<file path="src/common/pwm_cfg.svh">
// PWM subsystem configuration
// Bus widths, channel block map and register field widths
`ifndef PWM_CFG_SVH
`define PWM_CFG_SVH

// --------------------------------------------------
// Wishbone bus
// --------------------------------------------------
`define BUS_ADR_W	32	// Byte address
`define BUS_DAT_W	32	// Full word per access

// --------------------------------------------------
// Block map
// --------------------------------------------------
`define BLK_SEL_HI	15	// Block number field
`define BLK_SEL_LO	8
`define CH0_BLOCK	8'h02	// Channel 0 block
`define CH1_BLOCK	8'h03	// Channel 1 block

// --------------------------------------------------
// Register fields
// --------------------------------------------------
`define DUTY_W		16	// Compare value
`define PRESC_W		16	// Tick divider
`define PERIOD_W	16	// Counter top

`endif

</file>
<file path="src/common/busPkg.sv">
// Wishbone bus types
// Address and data words plus the offsets of the channel registers
`include "pwm_cfg.svh"

package busPkg;

	// --------------------------------------------------
	// Bus words
	// --------------------------------------------------
	typedef logic [`BUS_ADR_W-1:0] wbAdr;	// Byte address
	typedef logic [`BUS_DAT_W-1:0] wbDat;	// Read and write data

	// --------------------------------------------------
	// Channel register map
	// --------------------------------------------------
	// Low address byte inside a channel block
	typedef enum logic [7:0]
	{
		regCtrl		= 8'h00,	// Bit 0 enable
		regDuty		= 8'h04,	// Compare value
		regPresc	= 8'h08,	// Tick divider
		regPeriod	= 8'h0C		// Counter top
	} regOfs;

	// Anything else in the block reads as zero
	// and ignores writes

endpackage

</file>
<file path="src/common/pwmPkg.sv">
// PWM channel types
// Field types of the channel settings and their reset values
`include "pwm_cfg.svh"

package pwmPkg;

	// --------------------------------------------------
	// Setting fields
	// --------------------------------------------------
	typedef logic [`DUTY_W-1:0]   dutyT;	// High time in ticks
	typedef logic [`PRESC_W-1:0]  prescT;	// Clocks per tick minus one
	typedef logic [`PERIOD_W-1:0] periodT;	// Last count of a period

	// --------------------------------------------------
	// Reset values
	// --------------------------------------------------
	// Channel comes up stopped
	localparam logic enableRst = 1'b0;

	// Slowest, longest settings until software writes
	localparam dutyT   dutyRst   = '1;
	localparam prescT  prescRst  = '1;
	localparam periodT periodRst = '1;

	// With these values the output is low only
	// in the last count of each period

endpackage

</file>
<file path="src/pwmChannel/pwmCsr.sv">
// PWM channel register block
// Stores enable, duty, prescale and period and answers Wishbone cycles
`timescale 1ns/1ns

module pwmCsr
	import busPkg::*;
	import pwmPkg::*;
(
	input  logic	iSysClk,
	input  logic	reset,

	// Slave side, block already matched by decoder
	input  logic	stb,		// Request for this channel
	input  logic	we,
	input  wbAdr	adr,		// Only low byte decoded here
	input  wbDat	datWr,
	output logic	ack,
	output wbDat	datRd,

	// Settings to core
	output logic	enable,
	output dutyT	duty,
	output prescT	presc,
	output periodT	period
);

	// --------------------------------------------------
	// Request qualify
	// --------------------------------------------------
	logic		access;		// New request, not yet answered
	logic		wrAccess;	// Write part of it
	logic [7:0]	ofs;		// Register offset
	wbDat		rdSel;		// Read value of selected offset

	assign ofs = adr[7:0];

	// Master keeps stb up through the ack cycle
	assign access = stb & ~ack;
	assign wrAccess = access & we;

	// --------------------------------------------------
	// Setting registers
	// --------------------------------------------------
	always_ff @(posedge iSysClk)
	begin
		if (reset)
		begin
			enable	<= enableRst;	// Stopped
			duty	<= dutyRst;
			presc	<= prescRst;
			period	<= periodRst;
		end
		else if (wrAccess)
		begin
			// Full word write, upper bits dropped
			case (ofs)
				regCtrl:	enable	<= datWr[0];
				regDuty:	duty	<= dutyT'(datWr);
				regPresc:	presc	<= prescT'(datWr);
				regPeriod:	period	<= periodT'(datWr);
				default:	;		// Unmapped offset, no effect
			endcase
		end
	end

	// --------------------------------------------------
	// Read select
	// --------------------------------------------------
	always_comb
	begin
		case (ofs)
			regCtrl:	rdSel = wbDat'(enable);	// Zero extended
			regDuty:	rdSel = wbDat'(duty);
			regPresc:	rdSel = wbDat'(presc);
			regPeriod:	rdSel = wbDat'(period);
			default:	rdSel = '0;		// Unknown offset reads zero
		endcase
	end

	// --------------------------------------------------
	// Response
	// --------------------------------------------------
	// One cycle ack, dropped while the master still holds stb
	always_ff @(posedge iSysClk)
	begin
		if (reset)
			ack <= 1'b0;
		else
			ack <= access;
	end

	// Read data captured with the ack
	// Valid only in the ack cycle
	always_ff @(posedge iSysClk)
	begin
		if (access)
			datRd <= rdSel;	// Old value on a write cycle
	end

endmodule

</file>
<file path="src/pwmChannel/pwmCore.sv">
// PWM core for one channel
// Prescaler tick, period counter and registered duty compare
`timescale 1ns/1ns

module pwmCore
	import pwmPkg::*;
(
	input  logic	iSysClk,
	input  logic	reset,

	// Settings from register block
	input  logic	enable,
	input  dutyT	duty,
	input  prescT	presc,
	input  periodT	period,

	output logic	pwmOut
);

	// --------------------------------------------------
	// Prescaler
	// --------------------------------------------------
	prescT	preCnt;		// Clocks into current tick
	logic	tick;		// One cycle every presc+1 clocks

	// Greater-or-equal so a lowered presc wraps at once
	assign tick = enable && (preCnt >= presc);

	always_ff @(posedge iSysClk)
	begin
		if (reset || !enable)
			preCnt <= '0;				// Held while stopped
		else if (tick)
			preCnt <= '0;
		else
			preCnt <= preCnt + prescT'(1);
	end

	// --------------------------------------------------
	// Period counter
	// --------------------------------------------------
	periodT	perCnt;		// Position inside PWM period

	always_ff @(posedge iSysClk)
	begin
		if (reset || !enable)
			perCnt <= '0;				// Restart from zero on enable
		else if (tick)
		begin
			// Wrap at top, also when period shrinks below count
			if (perCnt >= period)
				perCnt <= '0;
			else
				perCnt <= perCnt + periodT'(1);
		end
	end

	// --------------------------------------------------
	// Compare output
	// --------------------------------------------------
	// High below duty, so duty above period keeps it high
	always_ff @(posedge iSysClk)
	begin
		if (reset)
			pwmOut <= 1'b0;
		else
			pwmOut <= enable && (perCnt < duty);	// Low when stopped
	end

endmodule

</file>
<file path="src/wbDecoder.sv">
// Wishbone address decoder
// Steers one master to two channel slaves and acks unmapped cycles
`timescale 1ns/1ns

module wbDecoder
	import busPkg::*;
(
	input  logic	iSysClk,
	input  logic	reset,

	// Master side
	input  logic	cyc,
	input  logic	stb,
	input  wbAdr	adr,
	output logic	ack,
	output wbDat	datRd,

	// Channel slaves
	output logic	chStb0,
	output logic	chStb1,
	input  logic	chAck0,
	input  logic	chAck1,
	input  wbDat	chDat0,
	input  wbDat	chDat1
);

	`include "pwm_cfg.svh"

	// --------------------------------------------------
	// Block match
	// --------------------------------------------------
	logic	req;		// Valid bus request
	logic	hit0;
	logic	hit1;
	logic	missAck;	// Own ack for unmapped blocks

	assign req  = cyc & stb;
	assign hit0 = (adr[`BLK_SEL_HI:`BLK_SEL_LO] == `CH0_BLOCK);
	assign hit1 = (adr[`BLK_SEL_HI:`BLK_SEL_LO] == `CH1_BLOCK);

	assign chStb0 = req & hit0;	// At most one strobe
	assign chStb1 = req & hit1;

	// --------------------------------------------------
	// Unmapped response
	// --------------------------------------------------
	// Same one cycle ack as a channel so the bus never hangs
	always_ff @(posedge iSysClk)
	begin
		if (reset)
			missAck <= 1'b0;
		else
			missAck <= req & ~hit0 & ~hit1 & ~missAck;
	end

	// --------------------------------------------------
	// Return mux
	// --------------------------------------------------
	assign ack = chAck0 | chAck1 | missAck;

	always_comb
	begin
		if (chAck0)
			datRd = chDat0;
		else if (chAck1)
			datRd = chDat1;
		else
			datRd = '0;		// Unmapped or idle
	end

endmodule

</file>
<file path="src/pwmSubsystem.sv">
// Two channel PWM subsystem
// Wishbone slave port, address decoder, two register blocks and two cores
`timescale 1ns/1ns

module pwmSubsystem
	import busPkg::*;
	import pwmPkg::*;
(
	input  logic		iSysClk,
	input  logic		reset,

	// Wishbone classic slave
	input  logic		cyc,
	input  logic		stb,
	input  logic		we,
	input  wbAdr		adr,
	input  wbDat		datWr,
	output logic		ack,
	output wbDat		datRd,

	output logic [1:0]	pwmOut	// One bit per channel
);

	// --------------------------------------------------
	// Internal nets
	// --------------------------------------------------
	logic	chStb0, chStb1;		// Decoder strobes
	logic	chAck0, chAck1;		// Channel acks
	wbDat	chDat0, chDat1;		// Channel read data

	logic	enable0, enable1;	// Settings per channel
	dutyT	duty0, duty1;
	prescT	presc0, presc1;
	periodT	period0, period1;

	// --------------------------------------------------
	// Bus decode
	// --------------------------------------------------
	wbDecoder decoder_i
	(
		.iSysClk(iSysClk),	.reset(reset),
		.cyc(cyc),		.stb(stb),
		.adr(adr),		.ack(ack),
		.datRd(datRd),
		.chStb0(chStb0),	.chStb1(chStb1),
		.chAck0(chAck0),	.chAck1(chAck1),
		.chDat0(chDat0),	.chDat1(chDat1)
	);

	// --------------------------------------------------
	// Channel 0
	// --------------------------------------------------
	pwmCsr csr0_i
	(
		.iSysClk(iSysClk),	.reset(reset),
		.stb(chStb0),		.we(we),
		.adr(adr),		.datWr(datWr),
		.ack(chAck0),		.datRd(chDat0),
		.enable(enable0),	.duty(duty0),
		.presc(presc0),		.period(period0)
	);

	pwmCore core0_i
	(
		.iSysClk(iSysClk),	.reset(reset),
		.enable(enable0),	.duty(duty0),
		.presc(presc0),		.period(period0),
		.pwmOut(pwmOut[0])
	);

	// --------------------------------------------------
	// Channel 1
	// --------------------------------------------------
	pwmCsr csr1_i
	(
		.iSysClk(iSysClk),	.reset(reset),
		.stb(chStb1),		.we(we),
		.adr(adr),		.datWr(datWr),
		.ack(chAck1),		.datRd(chDat1),
		.enable(enable1),	.duty(duty1),
		.presc(presc1),		.period(period1)
	);

	pwmCore core1_i
	(
		.iSysClk(iSysClk),	.reset(reset),
		.enable(enable1),	.duty(duty1),
		.presc(presc1),		.period(period1),
		.pwmOut(pwmOut[1])
	);

endmodule

</file>
<file path="config.mk">
export PLATFORM = sky130hd
export DESIGN_NAME = pwmSubsystem
export DESIGN_NICKNAME = d
export VERILOG_FILES = /design/src/common/busPkg.sv /design/src/common/pwmPkg.sv /design/src/pwmChannel/pwmCsr.sv /design/src/pwmChannel/pwmCore.sv /design/src/wbDecoder.sv /design/src/pwmSubsystem.sv
export VERILOG_INCLUDE_DIRS = /design/src /design/src/common
export SDC_FILE = /design/constraint.sdc
export NUM_CORES = 1
export LEC_CHECK = 0
export BUFFER_PORTS_ARGS = -buffer_cell sky130_fd_sc_hd__buf_4
export CAP_MARGIN = 20
export CORE_MARGIN = 3
export CORE_UTILIZATION = 55
export DETAILED_ROUTE_END_ITERATION = 8
export GPL_TIMING_DRIVEN = 0
export PLACE_DENSITY = 0.79
export SLEW_MARGIN = 20
export SYNTH_ARGS = -nofsm -noshare
export SYNTH_HDL_FRONTEND = slang
export SYNTH_HIERARCHICAL = 1
export SYNTH_SLANG_ARGS = --single-unit
</file>
<file path="constraint.sdc">
create_clock -name iSysClk -period 4.3 [get_ports iSysClk]
set_clock_uncertainty 0.2 [all_clocks]
set_input_delay 0.215 -clock iSysClk [delete_from_list [all_inputs] [get_ports iSysClk]]
set_output_delay 0.215 -clock iSysClk [all_outputs]
set_load 0.01 [all_outputs]
</file>
== Yosys cells after proc, flatten, opt, wreduce, memory -nomap -nowiden ==
Cells that the tools add are included.
Storage, ports and cells
  ROM bits: 0
  latch bits: 0
  word-level logic and storage cells: 76
  memories: 0
  RAM bits: 0
  bits of input ports: 69
  output and inout bits: 35
  register bits: 231
Cells by class
  shift operators: 0
  bitwise gates (word level): 17
  reduce and logical (&&, ||, !) cells: 19
  div/mod/pow operators: 0
  multiply operators: 0
  eq/ne operators: 5
  add/subtract/negate cells: 4
  mux-type cells: 6
  $lt $le $gt $ge: 6
Operator list (count)
  one-hot mux 16 bit (4 select lines): 2
  adder 16 x 1 -> 16 bit (second input constant): 4
  greater-or-equal comparator 16 bit: 4
  two-way mux 32 bit: 2
  less-than comparator 16 bit: 2
  two-way mux 16 bit: 2
  == test 8 x 2 -> 1 bit (second input constant): 2
  == test 8 x 4 -> 1 bit (second input constant): 2
  AND reduction 2 bit: 8
  bitwise AND 1 bit: 10
  == test 8 x 3 -> 1 bit (second input constant): 1
  logical NOT 8 bit: 1
  inverter 1 bit: 5
  logical AND 1 bit: 4
  OR reduction 2 bit: 2
  logical NOT 1 bit: 2
  logical OR 1 bit: 2
  bitwise OR 1 bit: 2

== Logic depth before layout (Yosys ltp) ==
Gate-level depths: netlist of run 1.
  depth after elaboration: 5
  depth in mapped cells: 9
  gate-level depth less buffers: 8

== By module ==
Netlist of run 1, hierarchy kept.
Modules (own cells, without submodules)
  pwmCsr: cells an instance 275, times used 2, area an instance 2934.1 um^2
  pwmCore: cells an instance 323, times used 2, area an instance 2602.5 um^2
  wbDecoder: cells an instance 54, times used 1, area an instance 415.4 um^2

== Worst setup path before layout of run 1 ==
OpenSTA, ideal clock, no wires.
  kind: input to register
  start: in adr[13]
  end: reg csr0_i.datRd[0] (enable)
  library setup time: 391 ps
  cell stages on the path: 3
  setup slack: 1785 ps
  data arrival time: 1924 ps
  cell sequence: or4_4 nor4_2 nor2b_1
Between the ends
  longest elaborated chain between the ends: 3
Ends and longest elaborated chain
  from (decl): RTL line pwmSubsystem.sv:16  | input wbAdr adr,
  == test 8 x 2 -> 1 bit (no line)
  bitwise AND 1 bit: RTL line wbDecoder.sv:41  | assign chStb0 = req & hit0;
  named net chStb0: RTL line pwmSubsystem.sv:27  | logic chStb0, chStb1;
  bitwise AND 1 bit: RTL line pwmCsr.sv:38  | assign access = stb & ~ack;
  named net csr0_i.access: RTL line pwmCsr.sv:30  | logic access;
  to (signal assigned): RTL line pwmCsr.sv:97  | datRd <= rdSel;
  to (decl): RTL line pwmCsr.sv:18  | output wbDat datRd,
The timed path passes the listed nets, and every way through them passes these cells.
A chain may end at the register's enable or synchronous reset.

== Final worst setup path of run 1 ==
  start: in adr[14]
  end: reg csr0_i.duty[12]
Between the ends
  longest elaborated chain between the ends: 5
Ends and longest elaborated chain
  == test 8 x 2 -> 1 bit (no line)
  bitwise AND 1 bit: RTL line wbDecoder.sv:41
  named net chStb0: RTL line pwmSubsystem.sv:27
  bitwise AND 1 bit: RTL line pwmCsr.sv:38
  bitwise AND 1 bit: RTL line pwmCsr.sv:39  | assign wrAccess = access & we;
  AND reduction 2 bit (no line)
  to (signal assigned): RTL line pwmCsr.sv:49  | duty <= dutyRst;
  to (signal assigned): RTL line pwmCsr.sv:58  | regDuty: duty <= dutyT'(datWr);
  to (decl): RTL line pwmCsr.sv:22  | output dutyT duty,
The timed path passes the listed nets, and every way through them passes these cells.

==> results of run 1 <==
## cells by family (layout without fill, tap and decap cells)
group | after synthesis | count (layout) | share of synthesized area
and+or+nand+nor | 403 | 403 | 0.170
other | 2 | 32 | 0.000654
buffers and inverters | 177 | 287 | 0.0748
AOI/OAI and AO/OA | 211 | 211 | 0.131
muxes | 132 | 132 | 0.121
xor gates and xnor gates | 28 | 28 | 0.0213
adders and majority gates | 98 | 98 | 0.107
DFF | 199 | 199 | 0.375
## sequential cells by signal (all words and copies together) (netlist names), 16 cells and up
| name | cells |
|---|---|
| core0_i/perCnt | 16 |
| core0_i/preCnt | 16 |
| core1_i/perCnt | 16 |
| core1_i/preCnt | 16 |
| csr0_i/datRd | 16 |
| csr0_i/duty | 16 |
| csr0_i/period | 16 |
| csr0_i/presc | 16 |
| csr1_i/datRd | 16 |
| csr1_i/duty | 16 |
| csr1_i/period | 16 |
| csr1_i/presc | 16 |
## per-layer routing
metal  routed length, um  vias up  share of wire
met5                   0        -              0
met2               13600      384           0.45
met1               13400     4579           0.44
met3                2770       38          0.092
met4                 486        0          0.016
li1                    -     4620              -
## metrics by stage
step | utilization | hold slack, ns | setup slack [ns] | cells | instance area, um^2
finish | 0.648 | 0.0842 | 1.28 | 1660 | 13200
global route | 0.648 | 0.0765 | 1.14 | 1660 | 13200
CTS | 0.648 | 0.0700 | 1.30 | 1660 | 13200
detailed placement | 0.607 | 0.267 | 1.32 | 1605 | 12400
global placement | 0.607 | 0.258 | 1.16 | 1605 | 12400
floorplan | - | 0.167 | 1.78 | 1280 | 11600
## how the worst min path moves through the flow
stage / depth (start not counted) / startpoint / to / slack, ns
2_1_floorplan: 2 / datWr[0] / csr0_i/enable$_SDFFE_PP0P_ / 0.17
3_3_place_gp: 1 / core0_i/preCnt[0]$_SDFF_PP0_ / core0_i/preCnt[0]$_SDFF_PP0_ / 0.26
3_5_place_dp: 1 / core1_i/preCnt[0]$_SDFF_PP0_ / core1_i/preCnt[0]$_SDFF_PP0_ / 0.27
4_1_cts: 3 / adr[4] / csr1_i/datRd[0]$_DFFE_PN_ / 0.07
5_1_grt: 3 / adr[4] / csr1_i/datRd[0]$_DFFE_PN_ / 0.08
6_report: 3 / adr[4] / csr0_i/datRd[0]$_DFFE_PN_ / 0.08
## tightest hold or removal path, cell delays in order
cell and delay, ns:
buf_4 0.11, nor4_4 0.06, and3_1 0.16
## layout make-up
cell class / count / area [um^2] / area share
tap: 270 / 338 / 0.0256
clock inverter: 10 / 78.8 / 0.00597
buffer: 81 / 499 / 0.0378
sequential: 199 / 4300 / 0.326
multi-input combinational: 904 / 6440 / 0.488
inverter: 96 / 360 / 0.0273
timing repair buffer: 78 / 643 / 0.0487
clock buffer: 22 / 539 / 0.0408
## placed cells by master (no fill, tap or decap), types with 18 or more instances in the layout
master	count
dfxtp_1	167
conb_1	32
edfxtp_1	32
nand2_1	43
a22o_1	46
mux2_2	32
mux2i_1	98
dlygate4sd3_1	23
inv_1	96
and3_1	20
o21ai_0	28
nor2_1	226
xor2_1	18
a22oi_1	32
nand3_1	27
buf_4	87
a21oi_1	40
ha_1	98
clkbuf_1	25
clkbuf_16	21
## power breakdown
part	total [mW]	internal (mW)	switching, mW	leakage [nW]
clock network	1.63	0.904	0.728	0.305
logic	0.191	0.0839	0.108	5.21
registers	1.88	1.88	0.000326	1.58
total	3.71	2.87	0.836	7.09
==> results.py, run 1 <==
metrics = {
    "outcome": {
        "status": "completed",
    },
    "die": {
        "die_y_um": 151,
        "dieArea_mm2": 0.0227,
        "fp-row-count": 52,
        "start_util": 0.564,
        "dieWidth_um": 151,
        "io_pins": 104,
        "core_area_mm2": 0.0204,
    },
    "place": {
        "gp_congestion": 0.858,
        "port_buffers": 55,
        "place_hpwl_mm": 23.0,
    },
    "worst_setup_path": {
        "critPathTopFamily": "simple AND/OR/NAND/NOR gates",
        "path_cells": "dlygate4sd3_1 -> buf_4 -> or4_4 -> nor4_2 -> nor4bb_1 -> nand4_2 -> buf_6 -> mux2i_1",
        "worstPathMaxFanout": 10,
        "worst-path-stages": 8,
        "rr_worst_depth": 9,
        "endpoint": "csr0_i/duty[12]$_SDFFE_PP1P_",
        "r2r_end": "core0_i/perCnt[3]$_SDFFE_PP0P_",
        "critPathKind": "in -> reg",
        "critPathLaunchType": "input port",
        "slowest_stage": "dlygate4sd3_1",
        "startpoint": "adr[14]",
        "r2r_slack_ns": 1.31,
        "worstPathRequired_ns": 4.40,
        "cpPeakStageDelay_ns": 0.55,
        "critPathBufInv": 3,
        "arrival_ns": 3.12,
        "worstSetupEndpointType": "flop",
        "r2r_start": "csr0_i/period[15]$_SDFFE_PP1P_",
    },
    "grt": {
        "grt_pass1_wl_mm": 47.3,
        "use_met2": 0.419,
        "grt_busiest_layer": "met2",
        "use_met3": 0.0617,
        "antenna_found_initial": 0,
        "grt_usage": 0.266,
        "grt_max_degree": 18,
        "grt_pass1_vias": 9178,
        "met1_usage": 0.370,
        "overflow": 0,
    },
    "drt": {
        "routed_wl_mm": 30.3,
        "postRouteAntennaNets": 0,
        "post_drt_wl_per_cell_um": 18.2,
        "drc": 0,
        "dr.pass1.iters": 5,
        "post_drt_via_cell_ratio": 5.80,
        "detail_route.iter0.violations": 909,
        "num_vias": 9621,
    },
    "sta": {
        "max_freq_mhz": 332,
        "slew_headroom": 0.430,
        "finalCriticalPeriod_ns": 3.02,
        "maxSlewViolCount": 0,
        "period_share": 0.701,
        "setup-violations-final": 0,
        "rsz0062_at_grt": "no",
        "hold_violations": 0,
        "tightest_slew_ns": 0.851,
        "setup_tns_ns": 0,
    },
    "cts": {
        "root_buffer": "clkbuf_16",
        "post_cts_buffers": 0,
        "h-tree-depth": 4,
        "clkSinkCount": 199,
        "hold_buffers": 23,
        "clockBufferDepth": 2,
        "cts_made_buffers": 17,
        "clkLatencyLatePin_ns": 0.43,
        "clkTransAtPathRegs_ns": 0.07,
        "cts_tree": "built",
        "post_cts_resized": 0,
    },
    "cells_and_area": {
        "n_fill_cell": 1665,
        "finalNetCount": 1544,
        "antenna_cells": 0,
        "area.growth.synth_to_final_pct": 14.9,
        "layout-drive-gt1-share": 0.141,
    },
    "yosys": {
        "yosysTopAreaCell": "dfxtp_1",
        "yosysMostFrequentCell": "nor2_1",
        "syn-cell-area_mm2": 0.0115,
        "async_reset_ff_frac": 0,
        "yosysSeqAreaShare": 0.375,
        "ys.flop_type": "dfxtp_1",
        "yosysTopAreaCellShare": 0.291,
        "yosys_register_bits": 199,
        "netlist_instances": 1250,
        "syn_avg_cell_area_um2": 9.19,
        "synth_area_leaders": "dfxtp_1 (29%), ha_1 (11%), mux2i_1 (8.5%)",
        "yosys_warnings": 6,
        "synth_edf_count": 32,
        "yosys-top-cells-count": "nor2_1 (226), dfxtp_1 (167), ha_1 (98), mux2i_1 (98), inv_1 (96)",
        "ys_types": 59,
    },
    "hold_path": {
        "hold_path_class": "in -> reg",
    },
    "power_and_ir_drop": {
        "p_leak_nw": 7.09,
        "cellPowerDensity_mw_per_mm2": 281,
        "power_mw": 3.71,
        "ir_drop_mv": 0.283,
    },
    "run": {
        "drv_cap": 0,
    },
}
(Power assumes the default switching activity.)
==> run 2, diff against run 1 <==
--- a/config.mk
+++ b/config.mk
@@ -12,7 +12,7 @@
 export CORE_UTILIZATION = 55
 export DETAILED_ROUTE_END_ITERATION = 8
 export GPL_TIMING_DRIVEN = 0
-export PLACE_DENSITY = 0.79
+export PLACE_DENSITY = 0.82
 export SLEW_MARGIN = 20
 export SYNTH_ARGS = -nofsm -noshare
 export SYNTH_HDL_FRONTEND = slang
==> constraint.sdc (replaced) <==
create_clock -name iSysClk -period 2.7 [get_ports iSysClk]
set_clock_uncertainty 0.2 [all_clocks]
set_input_delay 0.135 -clock iSysClk [delete_from_list [all_inputs] [get_ports iSysClk]]
set_output_delay 0.135 -clock iSysClk [all_outputs]
set_load 0.01 [all_outputs]
==> run 2 against run 1 <==
  * Via count increased by 2.4%
  * Combinational power increased by 63%
  * Register-to-register slack lost 1.2 ns
  * Critical endpoint is now core1_i/perCnt[4]$_SDFFE_PP0P_
  * Critical path depth is 1 higher
  * Hold slack got worse by 0.050 ns
  * Cell count up 0.30%
  * Power is 59% higher
==> results.py, run 2 (same netlist as run 1, synthesis figures left out) <==
metrics = {
    "die": {
        "dieArea_mm2": 0.0227,
        "die_y_um": 151,
        "start_util": 0.564,
        "core_area_mm2": 0.0204,
        "dieWidth_um": 151,
        "fp-row-count": 52,
        "io_pins": 104,
    },
    "drt": {
        "drc": 0,
        "routed_wl_mm": 30.8,
        "num_vias": 9856,
        "postRouteAntennaNets": 0,
        "post_drt_wl_per_cell_um": 18.5,
        "post_drt_via_cell_ratio": 5.92,
        "detail_route.iter0.violations": 765,
        "dr.pass1.iters": 5,
    },
    "sta": {
        "maxSlewViolCount": 0,
        "period_share": 0.969,
        "slew_headroom": 0.402,
        "finalCriticalPeriod_ns": 2.62,
        "tightest_slew_ns": 0.893,
        "whs_ns": 0.0337,
        "setup-violations-final": 0,
        "hold_violations": 0,
        "max_freq_mhz": 382,
    },
    "cells_and_area": {
        "layout-drive-gt1-share": 0.155,
        "design_area_mm2": 0.0134,
        "final_common_cell": "nor2_1",
        "antenna_cells": 0,
        "final_core_util": 0.656,
        "layout_common_cells": "nor2_1 (224), dfxtp_1 (164), mux2i_1 (98)",
        "area.growth.synth_to_final_pct": 16.2,
        "finalNetCount": 1550,
    },
    "outcome": {
        "status": "completed",
    },
    "cts": {
        "clockBufferDepth": 2,
        "clkLatencyLatePin_ns": 0.43,
        "clkSinkCount": 199,
        "cts_made_buffers": 17,
        "clkTransAtPathRegs_ns": 0.07,
        "h-tree-depth": 4,
        "root_buffer": "clkbuf_16",
        "cts_tree": "built",
    },
    "worst_setup_path": {
        "arrival_ns": 2.74,
        "worstSetupEndpointType": "flop",
        "worstPathMaxFanout": 10,
        "worstPathRequired_ns": 2.83,
        "critPathKind": "reg -> reg",
        "critPathLaunchType": "flop",
    },
    "place": {
        "gp_congestion": 0.900,
        "place_area_mm2": 0.0124,
        "port_buffers": 55,
        "place_hpwl_mm": 23.0,
    },
    "run": {
        "drv_cap": 0,
    },
    "power_and_ir_drop": {
        "p_leak_nw": 7.14,
        "ir_drop_mv": 0.456,
        "cellPowerDensity_mw_per_mm2": 443,
    },
    "grt": {
        "grt_max_degree": 18,
        "antenna_found_initial": 1,
        "grt_usage": 0.268,
        "grt_pass1_wl_mm": 47.8,
        "overflow": 0,
        "grt_pass1_vias": 9411,
    },
    "hold_path": {
        "hold_path_class": "in -> reg",
    },
}
## run 2: cell count changes in the layout (fill, tap and decap cells not counted), sizes merged
cell,previous run,this run
inv,98,97
clkinv,7,8
dlygate4sd3,23,26
bufinv,0,2
clkbuf,47,45
buf,111,114
clkinvlp,1,0
## run 2: per-stage QoR
step	power [mW]	TNS [ns]	setup slack [ns]	instances
floorplan	3.23	0	0.265	1280
global placement	3.34	-9.95	-0.326	1605
detailed placement	3.34	-5.89	-0.258	1605
CTS	5.92	0	0.00742	1663
global route	6.07	-0.0504	-0.0363	1665
finish	5.91	0	0.0848	1665
## run 2: path summary, 6_finish.rpt
kind | from | to | slack (ns) | cells after the start
hold reg to reg | core0_i/preCnt[0]$_SDFF_PP0_ | core0_i/preCnt[0]$_SDFF_PP0_ | 0.29 | 1
hold / removal | adr[7] | csr1_i/datRd[0]$_DFFE_PN_ | 0.03 | 3
setup / recovery | csr1_i/presc[6]$_SDFFE_PP1P_ | core1_i/perCnt[4]$_SDFFE_PP0P_ | 0.08 | 9
setup reg to reg | csr1_i/presc[6]$_SDFFE_PP1P_ | core1_i/perCnt[4]$_SDFFE_PP0P_ | 0.08 | 9
## run 2: area by class of cell
class | count | area [um^2]
buffer | 81 | 502
sequential | 199 | 4310
fill | 1596 | 7010
inverter | 96 | 360
multi-input combinational | 904 | 6550
clock buffer | 20 | 478
timing repair buffer | 84 | 696
tap | 270 | 338
clock inverter | 11 | 121
## run 2: what timing repair did
item                       4_1_cts  5_1_grt
setup buffers                    1        2
gates resized for setup          4       24
hold buffers                    26        0
hold endpoints to repair       100        0
setup endpoints to repair       16       61
pin swaps                        2        5
## run 2: routing by layer
layer | GRT usage | part of all wire | up-vias
li1 | - | - | 4618
met1 | 0.360 | 0.43 | 4738
met2 | 0.427 | 0.45 | 424
met3 | 0.0530 | 0.088 | 74
met4 | 0.100 | 0.030 | 2
met5 | 0 | 0.00042 | -
## run 2: power by group
group	switching, mW	internal, mW	total, mW
Clock	1.13	1.47	2.60
Combinational	0.174	0.137	0.311
Sequential	0.000412	3.00	3.00
## run 2: critical path, stage by stage (launching register included)
cell      delay [ns]
dfxtp_2         0.37
inv_1           0.06
ha_1            0.31
a21o_1          0.22
a2111o_1        0.41
nand4_1         0.21
o21ai_4         0.15
nor2b_4         0.16
buf_6           0.14
a221o_1         0.28
==> run 3, diff against run 2 <==
--- a/config.mk
+++ b/config.mk
@@ -12,6 +12,7 @@
 export CORE_UTILIZATION = 55
 export DETAILED_ROUTE_END_ITERATION = 8
 export GPL_TIMING_DRIVEN = 0
+export MAX_ROUTING_LAYER = met4
 export PLACE_DENSITY = 0.82
 export SLEW_MARGIN = 20
 export SYNTH_ARGS = -nofsm -noshare
==> run 3 against run 2 <==
  * Worst setup slack worse by 0.015 ns
  * Wire length down 1.2%
  * Hold slack better by 0.055 ns
  * Cell count up 0.18%
  * Clock power down 2%
  * Utilization down 0.33 points
  * Fmax down 0.55%
  * Final area down 0.50%
  * Register-to-register slack about the same
  * Largest cell class unchanged
==> results.py, run 3 (same netlist as run 1, synthesis figures left out) <==
metrics = {
    "drt": {
        "drc": 0,
        "detail_route.iter0.violations": 888,
        "routed_wl_mm": 30.4,
        "postRouteAntennaNets": 0,
        "post_drt_via_cell_ratio": 5.82,
        "num_vias": 9707,
        "dr.pass1.iters": 5,
        "post_drt_wl_per_cell_um": 18.2,
    },
    "power_and_ir_drop": {
        "switching_share": 0.224,
        "clock_power_share": 0.435,
        "p_leak_nw": 7.12,
        "switchingPower_mw": 1.32,
        "seq_power_share": 0.512,
        "power_mw": 5.87,
        "share_comb_of_total_power": 0.053,
        "cellPowerDensity_mw_per_mm2": 442,
        "ir_drop_mv": 0.444,
        "p_int_mw": 4.55,
    },
    "worst_setup_path": {
        "critPathTopFamily": "compound AO/OA/AOI/OAI gates",
        "path_cells": "inv_1 -> ha_1 -> a21o_1 -> a2111oi_2 -> o21a_1 -> o21ai_2 -> nor2b_4 -> buf_6 -> a221o_1",
        "critPathLaunchType": "flop",
        "slowest_stage": "a2111oi_2",
        "cpPeakStageDelay_ns": 0.37,
        "worstPathRequired_ns": 2.83,
        "r2r_start": "csr0_i/presc[6]$_SDFFE_PP1P_",
        "startpoint": "csr0_i/presc[6]$_SDFFE_PP1P_",
        "critPathBufInv": 2,
        "worstPathMaxFanout": 10,
        "critPathKind": "reg -> reg",
        "worstSetupEndpointType": "flop",
        "arrival_ns": 2.76,
    },
    "grt": {
        "grt_max_degree": 18,
        "antenna_found_initial": 2,
        "grt_pass1_wl_mm": 47.3,
        "grt_usage": 0.274,
        "overflow": 0,
        "grt_pass1_vias": 9420,
    },
    "sta": {
        "hold_violations": 0,
        "setup-violations-final": 0,
        "finalCriticalPeriod_ns": 2.63,
        "slew_headroom": 0.400,
        "period_share": 0.974,
        "max_freq_mhz": 380,
        "tightest_slew_ns": 0.896,
        "setup_ws_ns": 0.0703,
        "rsz0062_at_grt": "yes",
        "maxSlewViolCount": 0,
    },
    "cts": {
        "root_buffer": "clkbuf_16",
        "clkTransAtPathRegs_ns": 0.07,
        "cts_tree": "built",
        "clockBufferDepth": 2,
        "clkSinkCount": 199,
        "clkLatencyLatePin_ns": 0.43,
        "cts_made_buffers": 17,
        "h-tree-depth": 4,
    },
    "die": {
        "start_util": 0.564,
        "fp-row-count": 52,
        "core_area_mm2": 0.0204,
        "die_y_um": 151,
        "dieArea_mm2": 0.0227,
        "io_pins": 104,
        "dieWidth_um": 151,
    },
    "cells_and_area": {
        "layout-drive-gt1-share": 0.148,
        "area.growth.synth_to_final_pct": 15.7,
        "final_core_util": 0.652,
        "final_common_cell": "nor2_1",
        "finalNetCount": 1551,
        "layout_common_cells": "nor2_1 (224), dfxtp_1 (166), ha_1 (98), mux2i_1 (98), inv_1 (96)",
    },
    "place": {
        "pre_cts_ws_ns": -0.174,
        "port_buffers": 55,
        "gp_congestion": 0.917,
        "place_hpwl_mm": 22.7,
    },
    "hold_path": {
        "hold_path_class": "in -> reg",
        "min_from": "adr[3]",
    },
    "run": {
        "drv_cap": 0,
    },
    "outcome": {
        "status": "completed",
    },
}
run 3: cell type report:
cell class,count,area (um^2)
tap,270,338
fill,1587,7080
sequential,199,4310
clock inverter,11,120
clock buffer,20,457
buffer,81,502
antenna,2,5.00
multi-input combinational,904,6490
inverter,96,360
timing repair buffer,85,708
run 3: worst paths after layout:
| check | depth (start not counted) | slack [ns] | to |
|---|---|---|---|
| max reg2reg | 9 | 0.07 | core0_i/perCnt[4]$_SDFFE_PP0P_ |
| min reg2reg | 1 | 0.29 | core1_i/preCnt[0]$_SDFF_PP0_ |
| min | 4 | 0.09 | csr1_i/duty[6]$_SDFFE_PP1P_ |
| max | 9 | 0.07 | core0_i/perCnt[4]$_SDFFE_PP0P_ |
run 3: worst reg2reg max path, stage by stage (launching register included):
cell       delay (ns)
dfxtp_1          0.36
inv_1            0.09
ha_1             0.31
a21o_1           0.21
a2111oi_2        0.37
o21a_1           0.23
o21ai_2          0.15
nor2b_4          0.18
buf_6            0.13
a221o_1          0.29
run 3: what timing repair did:
item,4_1_cts,5_1_grt
setup endpoints to repair,17,53
pin swaps,2,0
endpoints found under the hold margin,101,0
cloned,0,0
hold buffers,28,0
gates resized for setup,2,15
buffers inserted,2,0
run 3: power groups by stage:
stage          Combinational (mW)  Clock, mW  Sequential [mW]
3_3_place_gp                0.267          0             3.07
4_1_cts                     0.301       2.58             3.00
3_5_place_dp                0.269          0             3.07
2_1_floorplan               0.156          0             3.07
5_1_grt                     0.328       2.68             3.00
6_report                    0.311       2.55             3.00
run 3: metrics by stage:
stage | std cells | hold slack [ns] | setup TNS (ns) | instance area (um^2)
finish | 1668 | 0.0887 | 0 | 13300
global route | 1668 | 0.0981 | -0.802 | 13300
CTS | 1666 | 0.0688 | 0 | 13200
detailed placement | 1605 | 0.243 | -2.36 | 12400
global placement | 1605 | 0.240 | -9.42 | 12400
floorplan | 1280 | 0.0874 | 0 | 11600
run 3: routing by layer:
metal | global-route usage | up-vias | part of all wire
met2 | 0.425 | 364 | 0.45
met3 | 0.0479 | 50 | 0.077
met4 | 0.0851 | 0 | 0.023
li1 | - | 4636 | -
met1 | 0.366 | 4657 | 0.45
met5 | - | - | 0
